<file path="src/mips_pkg.sv">
`default_nettype none

package mips_pkg;

    localparam int ISA_WIDTH      = 32;
    localparam int REG_ADDR_WIDTH = 5;
    localparam int SHAMT_WIDTH    = 5;

    typedef logic [ISA_WIDTH-1:0]      word_t;
    typedef logic [REG_ADDR_WIDTH-1:0] reg_idx_t;

    // major opcode, instr[31:26]
    typedef enum logic [5:0] {
        OP_RTYPE = 6'd0,
        OP_J     = 6'd2,
        OP_BEQ   = 6'd4,
        OP_BNE   = 6'd5,
        OP_ADDI  = 6'd8,
        OP_LW    = 6'd35,
        OP_SW    = 6'd43
    } opcode_e;

    // r-type function, instr[5:0]
    typedef enum logic [5:0] {
        F_SLL = 6'd0,
        F_SRL = 6'd2,
        F_ADD = 6'd32,
        F_SUB = 6'd34,
        F_AND = 6'd36,
        F_OR  = 6'd37,
        F_XOR = 6'd38,
        F_SLT = 6'd42
    } funct_e;

    typedef enum logic [2:0] {
        ALU_ADD,
        ALU_SUB,
        ALU_AND,
        ALU_OR,
        ALU_XOR,
        ALU_SLT,
        ALU_SLL,
        ALU_SRL
    } alu_op_e;

    // where an EX operand comes from
    typedef enum logic [1:0] {
        FWD_NONE,
        FWD_MEM,
        FWD_WB
    } fwd_sel_e;

endpackage

`default_nettype wire

</file>
<file path="src/instruction_decoder.sv">
`timescale 1ns/1ps
`default_nettype none

module instruction_decoder (
    input  mips_pkg::word_t    instr,
    output mips_pkg::alu_op_e  alu_op,
    output logic               use_imm,
    output logic               use_shamt,
    output logic               reg_write,
    output logic               mem_read,
    output logic               mem_write,
    output logic               is_branch,
    output logic               branch_on_equal,
    output logic               is_jump,
    output mips_pkg::reg_idx_t dest_idx,
    output mips_pkg::word_t    imm_ext
);
    import mips_pkg::*;

    opcode_e opcode;
    funct_e  funct;

    assign opcode = opcode_e'(instr[31:26]);
    assign funct  = funct_e'(instr[5:0]);

    always_comb begin
        alu_op          = ALU_ADD;
        use_imm         = 1'b0;
        use_shamt       = 1'b0;
        reg_write       = 1'b0;
        mem_read        = 1'b0;
        mem_write       = 1'b0;
        is_branch       = 1'b0;
        branch_on_equal = 1'b0;
        is_jump         = 1'b0;
        dest_idx        = instr[20:16];
        imm_ext         = {{(ISA_WIDTH-16){instr[15]}}, instr[15:0]};

        case (opcode)
            OP_RTYPE: begin
                dest_idx  = instr[15:11];
                reg_write = 1'b1;
                case (funct)
                    F_ADD: alu_op = ALU_ADD;
                    F_SUB: alu_op = ALU_SUB;
                    F_AND: alu_op = ALU_AND;
                    F_OR:  alu_op = ALU_OR;
                    F_XOR: alu_op = ALU_XOR;
                    F_SLT: alu_op = ALU_SLT;
                    F_SLL: begin
                        alu_op    = ALU_SLL;
                        use_shamt = 1'b1;
                    end
                    F_SRL: begin
                        alu_op    = ALU_SRL;
                        use_shamt = 1'b1;
                    end
                    // unsupported funct acts as a no-op
                    default: reg_write = 1'b0;
                endcase
            end
            OP_ADDI: begin
                use_imm   = 1'b1;
                reg_write = 1'b1;
            end
            OP_LW: begin
                use_imm   = 1'b1;
                reg_write = 1'b1;
                mem_read  = 1'b1;
            end
            OP_SW: begin
                use_imm   = 1'b1;
                mem_write = 1'b1;
            end
            OP_BEQ: begin
                alu_op          = ALU_SUB;
                is_branch       = 1'b1;
                branch_on_equal = 1'b1;
            end
            OP_BNE: begin
                alu_op    = ALU_SUB;
                is_branch = 1'b1;
            end
            OP_J: begin
                is_jump = 1'b1;
                // word target, upper pc bits added in EX
                imm_ext = {{(ISA_WIDTH-28){1'b0}}, instr[25:0], 2'b00};
            end
            default: ;
        endcase
    end

endmodule

`default_nettype wire

</file>
<file path="config.mk">
export PLATFORM = sky130hd
export DESIGN_NAME = instruction_decoder
export DESIGN_NICKNAME = d
export VERILOG_FILES = /design/src/mips_pkg.sv /design/src/instruction_decoder.sv
export SDC_FILE = /design/constraint.sdc
export NUM_CORES = 1
export LEC_CHECK = 0
export BUFFER_PORTS_ARGS = -buffer_cell sky130_fd_sc_hd__buf_2
export CAP_MARGIN = 20
export CORE_MARGIN = 2
export CORE_UTILIZATION = 34
export DETAILED_ROUTE_END_ITERATION = 6
export PLACE_DENSITY_LB_ADDON = 0.3
export SLEW_MARGIN = 10
export SYNTH_ARGS = -nofsm -noshare
export SYNTH_HDL_FRONTEND = slang
export SYNTH_SLANG_ARGS = --single-unit
export TNS_END_PERCENT = 100
</file>
<file path="constraint.sdc">
create_clock -name vclk -period 1.3
set_input_delay 0.13 -clock vclk [all_inputs]
set_output_delay 0.13 -clock vclk [all_outputs]
set_load 0.05 [all_outputs]
</file>
==> run_results.csv, run 1 <==
group,metric,value,unit
status,run_status,"stopped before the end",
status,stop_stage,"4_1_cts",
status,first-error,"[ERROR DPL-0038] Utilization greater than 100%, impossible to legalize",
synthesis,synthDominantAreaCellType,"sky130_fd_sc_hd__nand2_1",
placed_design,placed_area,1420,um2
floorplan,std_cell_rows,15,
floorplan,die_width,47.2,um
synthesis,mappedNetlistArea,636,um2
synthesis,post_synth_xor_area_fraction,0.0138,
floorplan,die_h,47.2,um
synthesis,synth_most_common_cell,"sky130_fd_sc_hd__nand2_1",
synthesis,ys_top_cells_by_count,"33 x sky130_fd_sc_hd__nand2_1, 12 x sky130_fd_sc_hd__a21o_1, 6 x sky130_fd_sc_hd__buf_4",
synthesis,compound_gate_fraction_of_synth_area,0.283,
synthesis,seq_area_frac_synth,0,
clock_network,cts-resized-gates,145,
placed_design,dp_hpwl,2.41,mm
synthesis,yosys-mux-area-fraction,0.0886,
synthesis,post_synth_fa_ha_maj_area_fraction,0,
clock_network,cts_setup_buffers,3,
floorplan,floorplan.io_pins,80,
synthesis,ys.warnings.count,0,
synthesis,synth_fp_nets,134,
synthesis,post_synth_num_cell_types,34,
synthesis,syn-instance-count,102,
placed_design,buffer_ports.inserted,80,
synthesis,synth_top_family_by_area,"simple AND/OR/NAND/NOR gates",
synthesis,synth_simple_gate_area_share,0.484,
clock_network,post_cts_hold_buffer_count,0,
synthesis,yosysTopAreaCellShare,0.195,
floorplan,start_util,0.364,
placed_design,gp_congestion,0.751,
synthesis,synth_area_per_cell,6.23,um2
synthesis,synth_top_cells_by_area,"sky130_fd_sc_hd__nand2_1 19%, sky130_fd_sc_hd__a21o_1 14%, sky130_fd_sc_hd__mux2_2 8.9%, sky130_fd_sc_hd__buf_4 7.1%, sky130_fd_sc_hd__nor4_4 3.3%",
[logic make-up after synthesis]
kind of cell | Yosys count
AOI/OAI and AO/OA | 26
and+or+nand+nor | 56
muxes | 5
buffers and inverters | 14
xor gates and xnor gates | 1
[through the flow]
stage	worst slack (ns)	hold WS [ns]	cells
after floorplan	-0.410	0.313	102
after global placement	-0.253	0.578	220
after detailed placement	-0.283	0.577	220
==> run 2: changes to the inputs <==
--- a/config.mk
+++ b/config.mk
@@ -7,10 +7,10 @@
 export LEC_CHECK = 0
 export BUFFER_PORTS_ARGS = -buffer_cell sky130_fd_sc_hd__buf_2
 export CAP_MARGIN = 20
-export CORE_MARGIN = 2
-export CORE_UTILIZATION = 34
+export CORE_AREA = 2 2 63 65
 export DETAILED_ROUTE_END_ITERATION = 6
-export PLACE_DENSITY_LB_ADDON = 0.3
+export DIE_AREA = 0 0 65 67
+export PLACE_DENSITY_LB_ADDON = 0.15
 export SLEW_MARGIN = 10
 export SYNTH_ARGS = -nofsm -noshare
 export SYNTH_HDL_FRONTEND = slang
==> run 2 against run 1 <==
  * The flow now finishes, with violations (setup timing)
  * Synthesized area unchanged
  * Synthesized cell count unchanged
==> run_results.csv, run 2 <==
group,metric,value,unit
routing,vias_per_cell,4.52,
power,max-vdd-ir-drop,0.251,mV
global_route,grt.total_usage,0.160,
global_route,grt_first_pass_wirelength,5.66,mm
placed_design,gp_congestion,0.753,
power,intPower,0.000333,W
setup_path,worst_path_largest_cell_delay,0.57,ns
synthesis,seq_area_frac_synth,0,
global_route,layer_carrying_the_most_global_route_usage,"met2",
sta,final.period_utilization,1.16,
power,p_comb_frac,1.000,
status,run_status,"complete, but fails checks",
finish,multi_input_area,898,um2
placed_design,place_inst,244,
floorplan,std_cell_rows,22,
finish,seqCellArea,0,um2
sta,relSlewSlack,0.742,
synthesis,syn-instance-count,102,
routing,post_drt_wl_per_cell,13.7,um
sta,fin_hold_ws,0.591,ns
global_route,grt_antenna_before_repair,0,
setup_path,critical_path.max_fanout,3,
routing,routed_wl,3.42,mm
routing,first_pass_iters,4,
synthesis,ys_top_cells_by_count,"33 x sky130_fd_sc_hd__nand2_1, 12 x sky130_fd_sc_hd__a21o_1, 6 x sky130_fd_sc_hd__buf_4",
placed_design,dp_hpwl,2.31,mm
sta,drv_slew,0,
finish,fill_cells,341,
floorplan,start_util,0.176,
setup_path,crit_top_cell,"sky130_fd_sc_hd__buf_6",
setup_path,critical_path_arrival,1.38,ns
setup_path,cp-end-kind,"output port",
finish,num_antenna_cells,0,
global_route,global_route.usage.met3,0.0186,
power,net_sw_frac,0.583,
finish,nClkBuffers,0,
setup_path,critical_path_buf_inv_count,4,
sta,final.setup.tns,-5.67,ns
finish,finalCoreUtilization,0.564,
power,p_switching,0.000466,W
finish,seq_cell_count,0,
finish,layout-drive-gt1-share,0.832,
sta,setup_repair_after_global_routing_missed_its_margin,"true",
sta,report.final.hold_viol_count,0,
power,leakagePower,1.01,nW
floorplan,die_width,65,um
floorplan,floorplan.io_pins,80,
finish,layout.cells.most_common_list,"33 x sky130_fd_sc_hd__buf_6, 31 x sky130_fd_sc_hd__buf_2, 23 x sky130_fd_sc_hd__buf_4",
sta,setup_viol,44,
synthesis,mappedNetlistArea,636,um2
sta,tightestPinTransition,0.378,ns
setup_path,worst-setup-path-type,"input port to output port",
synthesis,yosysTopAreaCellShare,0.195,
finish,area.growth.synth_to_final,220,%
global_route,grt.met1_usage,0.168,
clock_network,post_cts_hold_buffer_count,0,
setup_path,worst-endpoint-required,1.17,ns
synthesis,synth_top_cells_by_area,"sky130_fd_sc_hd__nand2_1 19%, sky130_fd_sc_hd__a21o_1 14%, sky130_fd_sc_hd__mux2_2 8.9%, sky130_fd_sc_hd__buf_4 7.1%, sky130_fd_sc_hd__nor4_4 3.3%",
power,seqPwrFrac,0,
finish,finish.cell_count_without_fillers,250,
run,cap_violations,0,
synthesis,synthDominantAreaCellType,"sky130_fd_sc_hd__nand2_1",
global_route,maximum_number_of_pins_on_one_net_before_global_route_repair,12,
synthesis,synth_area_per_cell,6.23,um2
global_route,grt_util_met2,0.345,
status,violated_checks,"setup timing",
sta,least_setup_slack_across_all_paths_after_layout,-0.209,ns
synthesis,synth_fp_nets,134,
routing,drtAntennaViolNets,0,
setup_path,critical-path-slowest-cell,"sky130_fd_sc_hd__or4b_4",
routing,route.vias.total,1131,
placed_design,buffer_ports.inserted,80,
synthesis,synth_most_common_cell,"sky130_fd_sc_hd__nand2_1",
synthesis,post_synth_num_cell_types,34,
sta,max_freq,663,MHz
power,share_clk_of_total_power,0,
setup_path,worst_setup_start_kind,"input port",
finish,finalNetCount,236,
sta,post-route-min-period,1.51,ns
setup_path,critical_path.cell_chain,"buf_8 -> buf_4 -> buf_6 -> or4b_4 -> nor3_4 -> buf_6",
routing,remaining_drc_errors,0,
routing,first_iter_violations,30,
global_route,overflow,0,
global_route,number_of_global_route_vias_before_repair,1270,
power,pwr_density_cell,393,nW/um2
floorplan,die_h,67,um
floorplan,placeableCoreArea,3610,um2
finish,layout.cells.most_common,"sky130_fd_sc_hd__buf_6",
synthesis,ys.warnings.count,0,
floorplan,fp.dieArea,4360,um2
setup_path,cp_top_family,"simple AND/OR/NAND/NOR gates",
min_path,worst_hold_check_path_type,"input port to output port",
## run 2: cell counts after synthesis
No cell type changed its count.
## run 2: power by group through the flow
stage	clock, W	sequential [W]	combinational, W
floorplan	0	0	0.000431
global placement	0	0	0.000611
detailed placement	0	0	0.000613
CTS	0	0	0.000782
global route	0	0	0.000833
finish	0	0	0.000799
## run 2: cell type report
| type | instances | area share |
|---|---|---|
| repair buffers | 110 | 0.521 |
| multi-input cells | 89 | 0.442 |
| well taps | 48 | 0.0295 |
| inverters | 3 | 0.00800 |
## run 2: timing repair
item	in CTS	in global routing
resized for setup	146	9
buffers inserted	2	2
gates cloned	2	0
pin swaps	15	9
setup endpoints to repair	45	45
## run 2: per-stage QoR
step	instance area, um2	setup WS [ns]	total power [W]
after floorplan	890	-0.410	0.000431
after global placement	1470	-0.258	0.000611
after detailed placement	1470	-0.281	0.000613
after CTS	1980	-0.219	0.000782
after global routing	2030	-0.262	0.000833
final	2030	-0.209	0.000799
## run 2: path summary, 6_finish.rpt
| check | start | to | slack [ns] | cells past startpoint |
|---|---|---|---|---|
| setup / recovery | instr[31] | branch_on_equal | -0.21 | 6 |
| hold / removal | instr[15] | imm_ext[17] | 0.59 | 2 |
## run 2: per-layer routing
layer  part of all wire  wire, um
met5                  0         0
met4             0.0050        17
met3              0.061       207
met2               0.57      1960
met1               0.36      1230
## run 2: logic make-up after synthesis
family | after synthesis | share of synthesized area
muxes | 5 | 0.0886
and+or+nand+nor | 56 | 0.484
AOI/OAI and AO/OA | 26 | 0.283
buffers and inverters | 14 | 0.130
xor gates and xnor gates | 1 | 0.0138
(Power assumes the default switching activity.)
==> run 3: changes to the inputs <==
==> constraint.sdc (replaced) <==
create_clock -name vclk -period 1.8
set_input_delay 0.18 -clock vclk [all_inputs]
set_output_delay 0.18 -clock vclk [all_outputs]
set_load 0.05 [all_outputs]
==> run 3 against run 2 <==
  * The run now ends clean
  * Worst setup slack better by 0.29 ns
  * Critical path depth unchanged
  * Hold slack better by 0.080 ns
  * Via count fell by 14%
  * Utilization decreased by 26 points
  * Non-clock buffer count decreased by 26
  * Clock-buffer cell count did not move
  * First-iteration DRC count is 90% higher
  * Global-route usage is 5.6 points lower
  * Largest power group unchanged
  * Highest routed layer is now met3
==> run_results.csv, run 3 (synthesized netlist as in run 2, its figures left out) <==
group,metric,value,unit
status,run_status,"finished, final reports clean",
finish,finalNetCount,209,
routing,first_pass_iters,4,
finish,multi_input_area,596,um2
routing,top_layer,"met3",
power,leakagePower,0.658,nW
placed_design,gp_congestion,0.724,
finish,layout.cells.most_common,"sky130_fd_sc_hd__buf_2",
sta,tightestPinTransition,0.365,ns
routing,drtAntennaViolNets,0,
setup_path,critical_path_arrival,1.54,ns
global_route,number_of_global_route_vias_before_repair,897,
power,max-vdd-ir-drop,0.151,mV
routing,routed_wl,2.30,mm
setup_path,cp-end-kind,"output port",
clock_network,post_cts_hold_buffer_count,0,
routing,wire_length_on_met1,1.05,mm
finish,num_antenna_cells,0,
routing,met3WireLength,202,um
setup_path,worst-endpoint-required,1.62,ns
floorplan,start_util,0.176,
setup_path,worst-setup-path-type,"input port to output port",
sta,report.final.hold_viol_count,0,
setup_path,worst_setup_start_kind,"input port",
routing,route.vias.total,974,
floorplan,std_cell_rows,22,
sta,drv_slew,0,
finish,layout-drive-gt1-share,0.594,
global_route,grt.total_usage,0.104,
finish,area.growth.synth_to_final,74.6,%
finish,nClkBuffers,0,
floorplan,die_h,67,um
finish,seq_cell_count,0,
min_path,worst_hold_path.num_cells,2,
sta,final.setup.tns,0,ns
routing,post_drt_wl_per_cell,10.3,um
clock_network,cts-resized-gates,0,
min_path,worst_hold_check_path_type,"input port to output port",
floorplan,placeableCoreArea,3610,um2
finish,seqCellArea,0,um2
placed_design,dp_hpwl,1.96,mm
global_route,grt_first_pass_wirelength,3.77,mm
placed_design,placed_area,1110,um2
sta,setup_repair_after_global_routing_missed_its_margin,"false",
routing,vias_per_cell,4.37,
sta,setup_viol,0,
global_route,overflow,0,
finish,finalCoreUtilization,0.308,
placed_design,buffer_ports.inserted,80,
floorplan,fp.dieArea,4360,um2
finish,finish.instance_area,1110,um2
clock_network,cts_setup_buffers,0,
global_route,grt_antenna_before_repair,0,
floorplan,die_width,65,um
finish,fill_cells,399,
setup_path,critical_path.max_fanout,6,
power,pwr_density_cell,334,nW/um2
floorplan,floorplan.io_pins,80,
global_route,maximum_number_of_pins_on_one_net_before_global_route_repair,22,
routing,remaining_drc_errors,0,
sta,max_freq,581,MHz
sta,post-route-min-period,1.72,ns
sta,final.period_utilization,0.957,
routing,first_iter_violations,57,
routing,met2_wirelength,1.05,mm
finish,layout.cells.most_common_list,"80 x sky130_fd_sc_hd__buf_2, 33 x sky130_fd_sc_hd__nand2_1, 12 x sky130_fd_sc_hd__a21o_1",
sta,relSlewSlack,0.750,
run,cap_violations,0,
-- run 3: cell types whose count changed in the layout (fill, tap and decap cells not counted), sizes merged --
cell	previous run	this run
and2	3	2
buf	110	84
-- run 3: worst paths after layout --
check	slack (ns)	startpoint	end
setup / recovery	0.08	instr[30]	use_shamt
hold / removal	0.67	instr[15]	imm_ext[17]
-- run 3: layout make-up --
| cell class | instances | area share |
|---|---|---|
| inverters | 3 | 0.0101 |
| well taps | 48 | 0.0541 |
| multi-input cells | 88 | 0.537 |
| repair buffers | 84 | 0.399 |
-- run 3: where the power goes --
part	switching (W)	total, W	internal, W	leakage [nW]
Sequential	0	0	0	0
Clock	0	0	0	0
Combinational	0.000273	0.000370	0.0000976	0.658
Total	0.000273	0.000370	0.0000976	0.658
-- run 3: metal layers --
metal / vias up / global-route usage
met5: - / 0
met4: 0 / 0
met3: 0 / 0.00169
met2: 57 / 0.206
met1: 415 / 0.133
li1: 502 / -
-- run 3: through the flow --
stage | total power (W) | instances | hold slack, ns | setup slack, ns
4_1_cts | 0.000373 | 223 | 0.671 | 0.0731
5_1_grt | 0.000394 | 223 | 0.685 | 0.000386
3_3_place_gp | 0.000370 | 223 | 0.675 | 0.0892
3_5_place_dp | 0.000372 | 223 | 0.671 | 0.0702
6_report | 0.000370 | 223 | 0.670 | 0.0783
2_1_floorplan | 0.000271 | 102 | 0.452 | -0.157
-- run 3: critical path, cell delays in order --
cell and delay (ns):
sky130_fd_sc_hd__buf_2 0.15, sky130_fd_sc_hd__nor4_4 0.37, sky130_fd_sc_hd__nand2_2 0.09, sky130_fd_sc_hd__or2_4 0.29
sky130_fd_sc_hd__nor3b_4 0.18, sky130_fd_sc_hd__buf_2 0.28
==> run 4: changes to the inputs <==
--- a/config.mk
+++ b/config.mk
@@ -5,6 +5,7 @@
 export SDC_FILE = /design/constraint.sdc
 export NUM_CORES = 1
 export LEC_CHECK = 0
+export ABC_AREA = 1
 export BUFFER_PORTS_ARGS = -buffer_cell sky130_fd_sc_hd__buf_2
 export CAP_MARGIN = 20
 export CORE_AREA = 2 2 63 65
==> constraint.sdc (replaced) <==
create_clock -name vclk -period 1.5
set_input_delay 0.15 -clock vclk [all_inputs]
set_output_delay 0.15 -clock vclk [all_outputs]
set_load 0.05 [all_outputs]
==> run 4 against run 3 <==
  * Synthesized area up 1.2%
  * Sequential cell count is the same
  * Via count up 11%
  * Total power rose by 21%
  * Combinational power up 21%
  * Worst setup slack better by 0.060 ns
  * Critical path depth unchanged
  * Non-clock buffer count grew 2
  * Utilization is 0.56 points higher
  * Clock-buffer cell count did not move
  * Die area unchanged
  * Synthesized cell count rose by 40%
  * Largest power group unchanged
==> run_results.csv, run 4 <==
group,metric,value,unit
routing,remaining_drc_errors,0,
finish,layout.cells.most_common,"sky130_fd_sc_hd__buf_2",
power,share_clk_of_total_power,0,
floorplan,die_width,65,um
setup_path,critical_path_arrival,1.21,ns
synthesis,synth_most_common_cell,"sky130_fd_sc_hd__nand2_1",
placed_design,dp_hpwl,2.18,mm
routing,routed_wl,2.55,mm
synthesis,synth_top_cells_by_area,"sky130_fd_sc_hd__nand2_1 32%, sky130_fd_sc_hd__inv_1 14%, sky130_fd_sc_hd__o21ai_1 12%, sky130_fd_sc_hd__nor2_1 9.9%, sky130_fd_sc_hd__nand3_1 7.0%",
finish,fill_cells,431,
setup_path,worst-setup-path-type,"input port to output port",
finish,finish.cell_count_without_fillers,268,
global_route,maximum_number_of_pins_on_one_net_before_global_route_repair,20,
synthesis,yosysTopAreaCellShare,0.321,
floorplan,std_cell_rows,22,
routing,post_drt_wl_per_cell,9.50,um
setup_path,critical_path.cell_chain,"buf_2 -> nor2_4 -> nand4_4 -> buf_4 -> o21ai_1 -> buf_2",
setup_path,cp_top_family,"buffers and inverters",
synthesis,synth_fp_nets,175,
finish,area.growth.synth_to_final,75.7,%
synthesis,ys.warnings.count,0,
sta,tightestPinTransition,0.271,ns
synthesis,syn-instance-count,143,
finish,layout-drive-gt1-share,0.436,
routing,first_pass_iters,4,
finish,num_antenna_cells,0,
placed_design,placed_area,1110,um2
finish,multi_input_area,512,um2
power,intPower,0.000114,W
routing,route.vias.total,1078,
global_route,number_of_global_route_vias_before_repair,909,
setup_path,crit_top_cell,"sky130_fd_sc_hd__buf_2",
power,net_sw_frac,0.746,
synthesis,synth_simple_gate_area_share,0.578,
synthesis,post_synth_fa_ha_maj_area_fraction,0,
run,cap_violations,0,
floorplan,start_util,0.178,
routing,vias_per_cell,4.02,
synthesis,ys_top_cells_by_count,"55 x sky130_fd_sc_hd__nand2_1, 24 x sky130_fd_sc_hd__inv_1, 17 x sky130_fd_sc_hd__nor2_1",
synthesis,synth_area_per_cell,4.50,um2
synthesis,synth_top_family_by_area,"simple AND/OR/NAND/NOR gates",
finish,finalNetCount,254,
power,p_comb_frac,1.000,
setup_path,critical_path.max_fanout,14,
sta,report.final.hold_viol_count,0,
setup_path,critical-path-slowest-cell,"sky130_fd_sc_hd__buf_2",
setup_path,worst_path_largest_cell_delay,0.29,ns
status,run_status,"finished, final reports clean",
setup_path,critical_path_buf_inv_count,3,
floorplan,die_h,67,um
min_path,worst_hold_check_path_type,"input port to output port",
sta,post-route-min-period,1.36,ns
global_route,overflow,0,
global_route,grt_first_pass_wirelength,3.90,mm
synthesis,post_synth_xor_area_fraction,0,
power,max-vdd-ir-drop,0.0788,mV
finish,nClkBuffers,0,
routing,drtAntennaViolNets,0,
floorplan,fp.dieArea,4360,um2
routing,first_iter_violations,42,
global_route,grt.total_usage,0.108,
setup_path,cp-end-kind,"output port",
power,p_switching,0.000334,W
sta,setup_repair_after_global_routing_missed_its_margin,"false",
setup_path,worst-endpoint-required,1.35,ns
global_route,grt_antenna_before_repair,0,
sta,setup_viol,0,
power,seqPwrFrac,0,
sta,final.period_utilization,0.908,
synthesis,synthDominantAreaCellType,"sky130_fd_sc_hd__nand2_1",
synthesis,compound_gate_fraction_of_synth_area,0.175,
power,leakagePower,0.764,nW
sta,drv_slew,0,
finish,finish.instance_area,1130,um2
sta,relSlewSlack,0.818,
placed_design,gp_congestion,0.756,
clock_network,post_cts_hold_buffer_count,0,
setup_path,worst_setup_start_kind,"input port",
synthesis,yosys-mux-area-fraction,0,
floorplan,placeableCoreArea,3610,um2
placed_design,place_inst,268,
finish,seq_cell_count,0,
power,pwr_density_cell,396,nW/um2
sta,max_freq,734,MHz
finish,seqCellArea,0,um2
synthesis,mappedNetlistArea,643,um2
synthesis,post_synth_num_cell_types,17,
finish,layout.cells.most_common_list,"78 x sky130_fd_sc_hd__buf_2, 55 x sky130_fd_sc_hd__nand2_1, 24 x sky130_fd_sc_hd__inv_1",
placed_design,buffer_ports.inserted,80,
floorplan,floorplan.io_pins,80,
synthesis,seq_area_frac_synth,0,
==> run 4: power groups by stage <==
stage,registers (W),logic [W],clock network [W]
6_report,0,0.000447,0
5_1_grt,0,0.000479,0
4_1_cts,0,0.000447,0
3_5_place_dp,0,0.000447,0
3_3_place_gp,0,0.000449,0
2_1_floorplan,0,0.000318,0
==> run 4: worst paths after layout <==
kind       from           to  slack (ns)  depth (start not counted)
min   instr[15]  imm_ext[17]        0.62                          2
max   instr[31]   imm_ext[5]        0.14                          6
==> run 4: per-layer routing <==
layer  wire, um  global-route usage
met3        361              0.0287
met2        999               0.187
met4          0                   0
met5          0                   0
met1       1190               0.141
==> run 4: final cells by class <==
cell class	count	area share
inverter	25	0.0842
timing repair buffer	86	0.410
multi-input combinational	109	0.453
tap	48	0.0532
==> run 4: per-stage QoR <==
| stage | setup TNS (ns) | total power (W) | util | setup WS [ns] | hold WS (ns) |
|---|---|---|---|---|---|
| 2_1_floorplan | -0.654 | 0.000318 | - | -0.187 | 0.467 |
| 3_3_place_gp | 0 | 0.000449 | 0.309 | 0.0637 | 0.633 |
| 3_5_place_dp | 0 | 0.000447 | 0.309 | 0.0248 | 0.625 |
| 4_1_cts | 0 | 0.000447 | 0.309 | 0.0154 | 0.626 |
| 5_1_grt | 0 | 0.000479 | 0.313 | 0.00496 | 0.629 |
| 6_report | 0 | 0.000447 | 0.313 | 0.138 | 0.622 |
==> run 4: what timing repair did <==
item,4_1_cts,5_1_grt
gates resized for setup,0,5
setup endpoints to repair,0,4
hold endpoints to repair,0,0
setup buffers,0,0
==> run 4: cell families after synthesis <==
group | count (synthesis)
and+or+nand+nor | 87
buffers and inverters | 34
AOI/OAI and AO/OA | 22
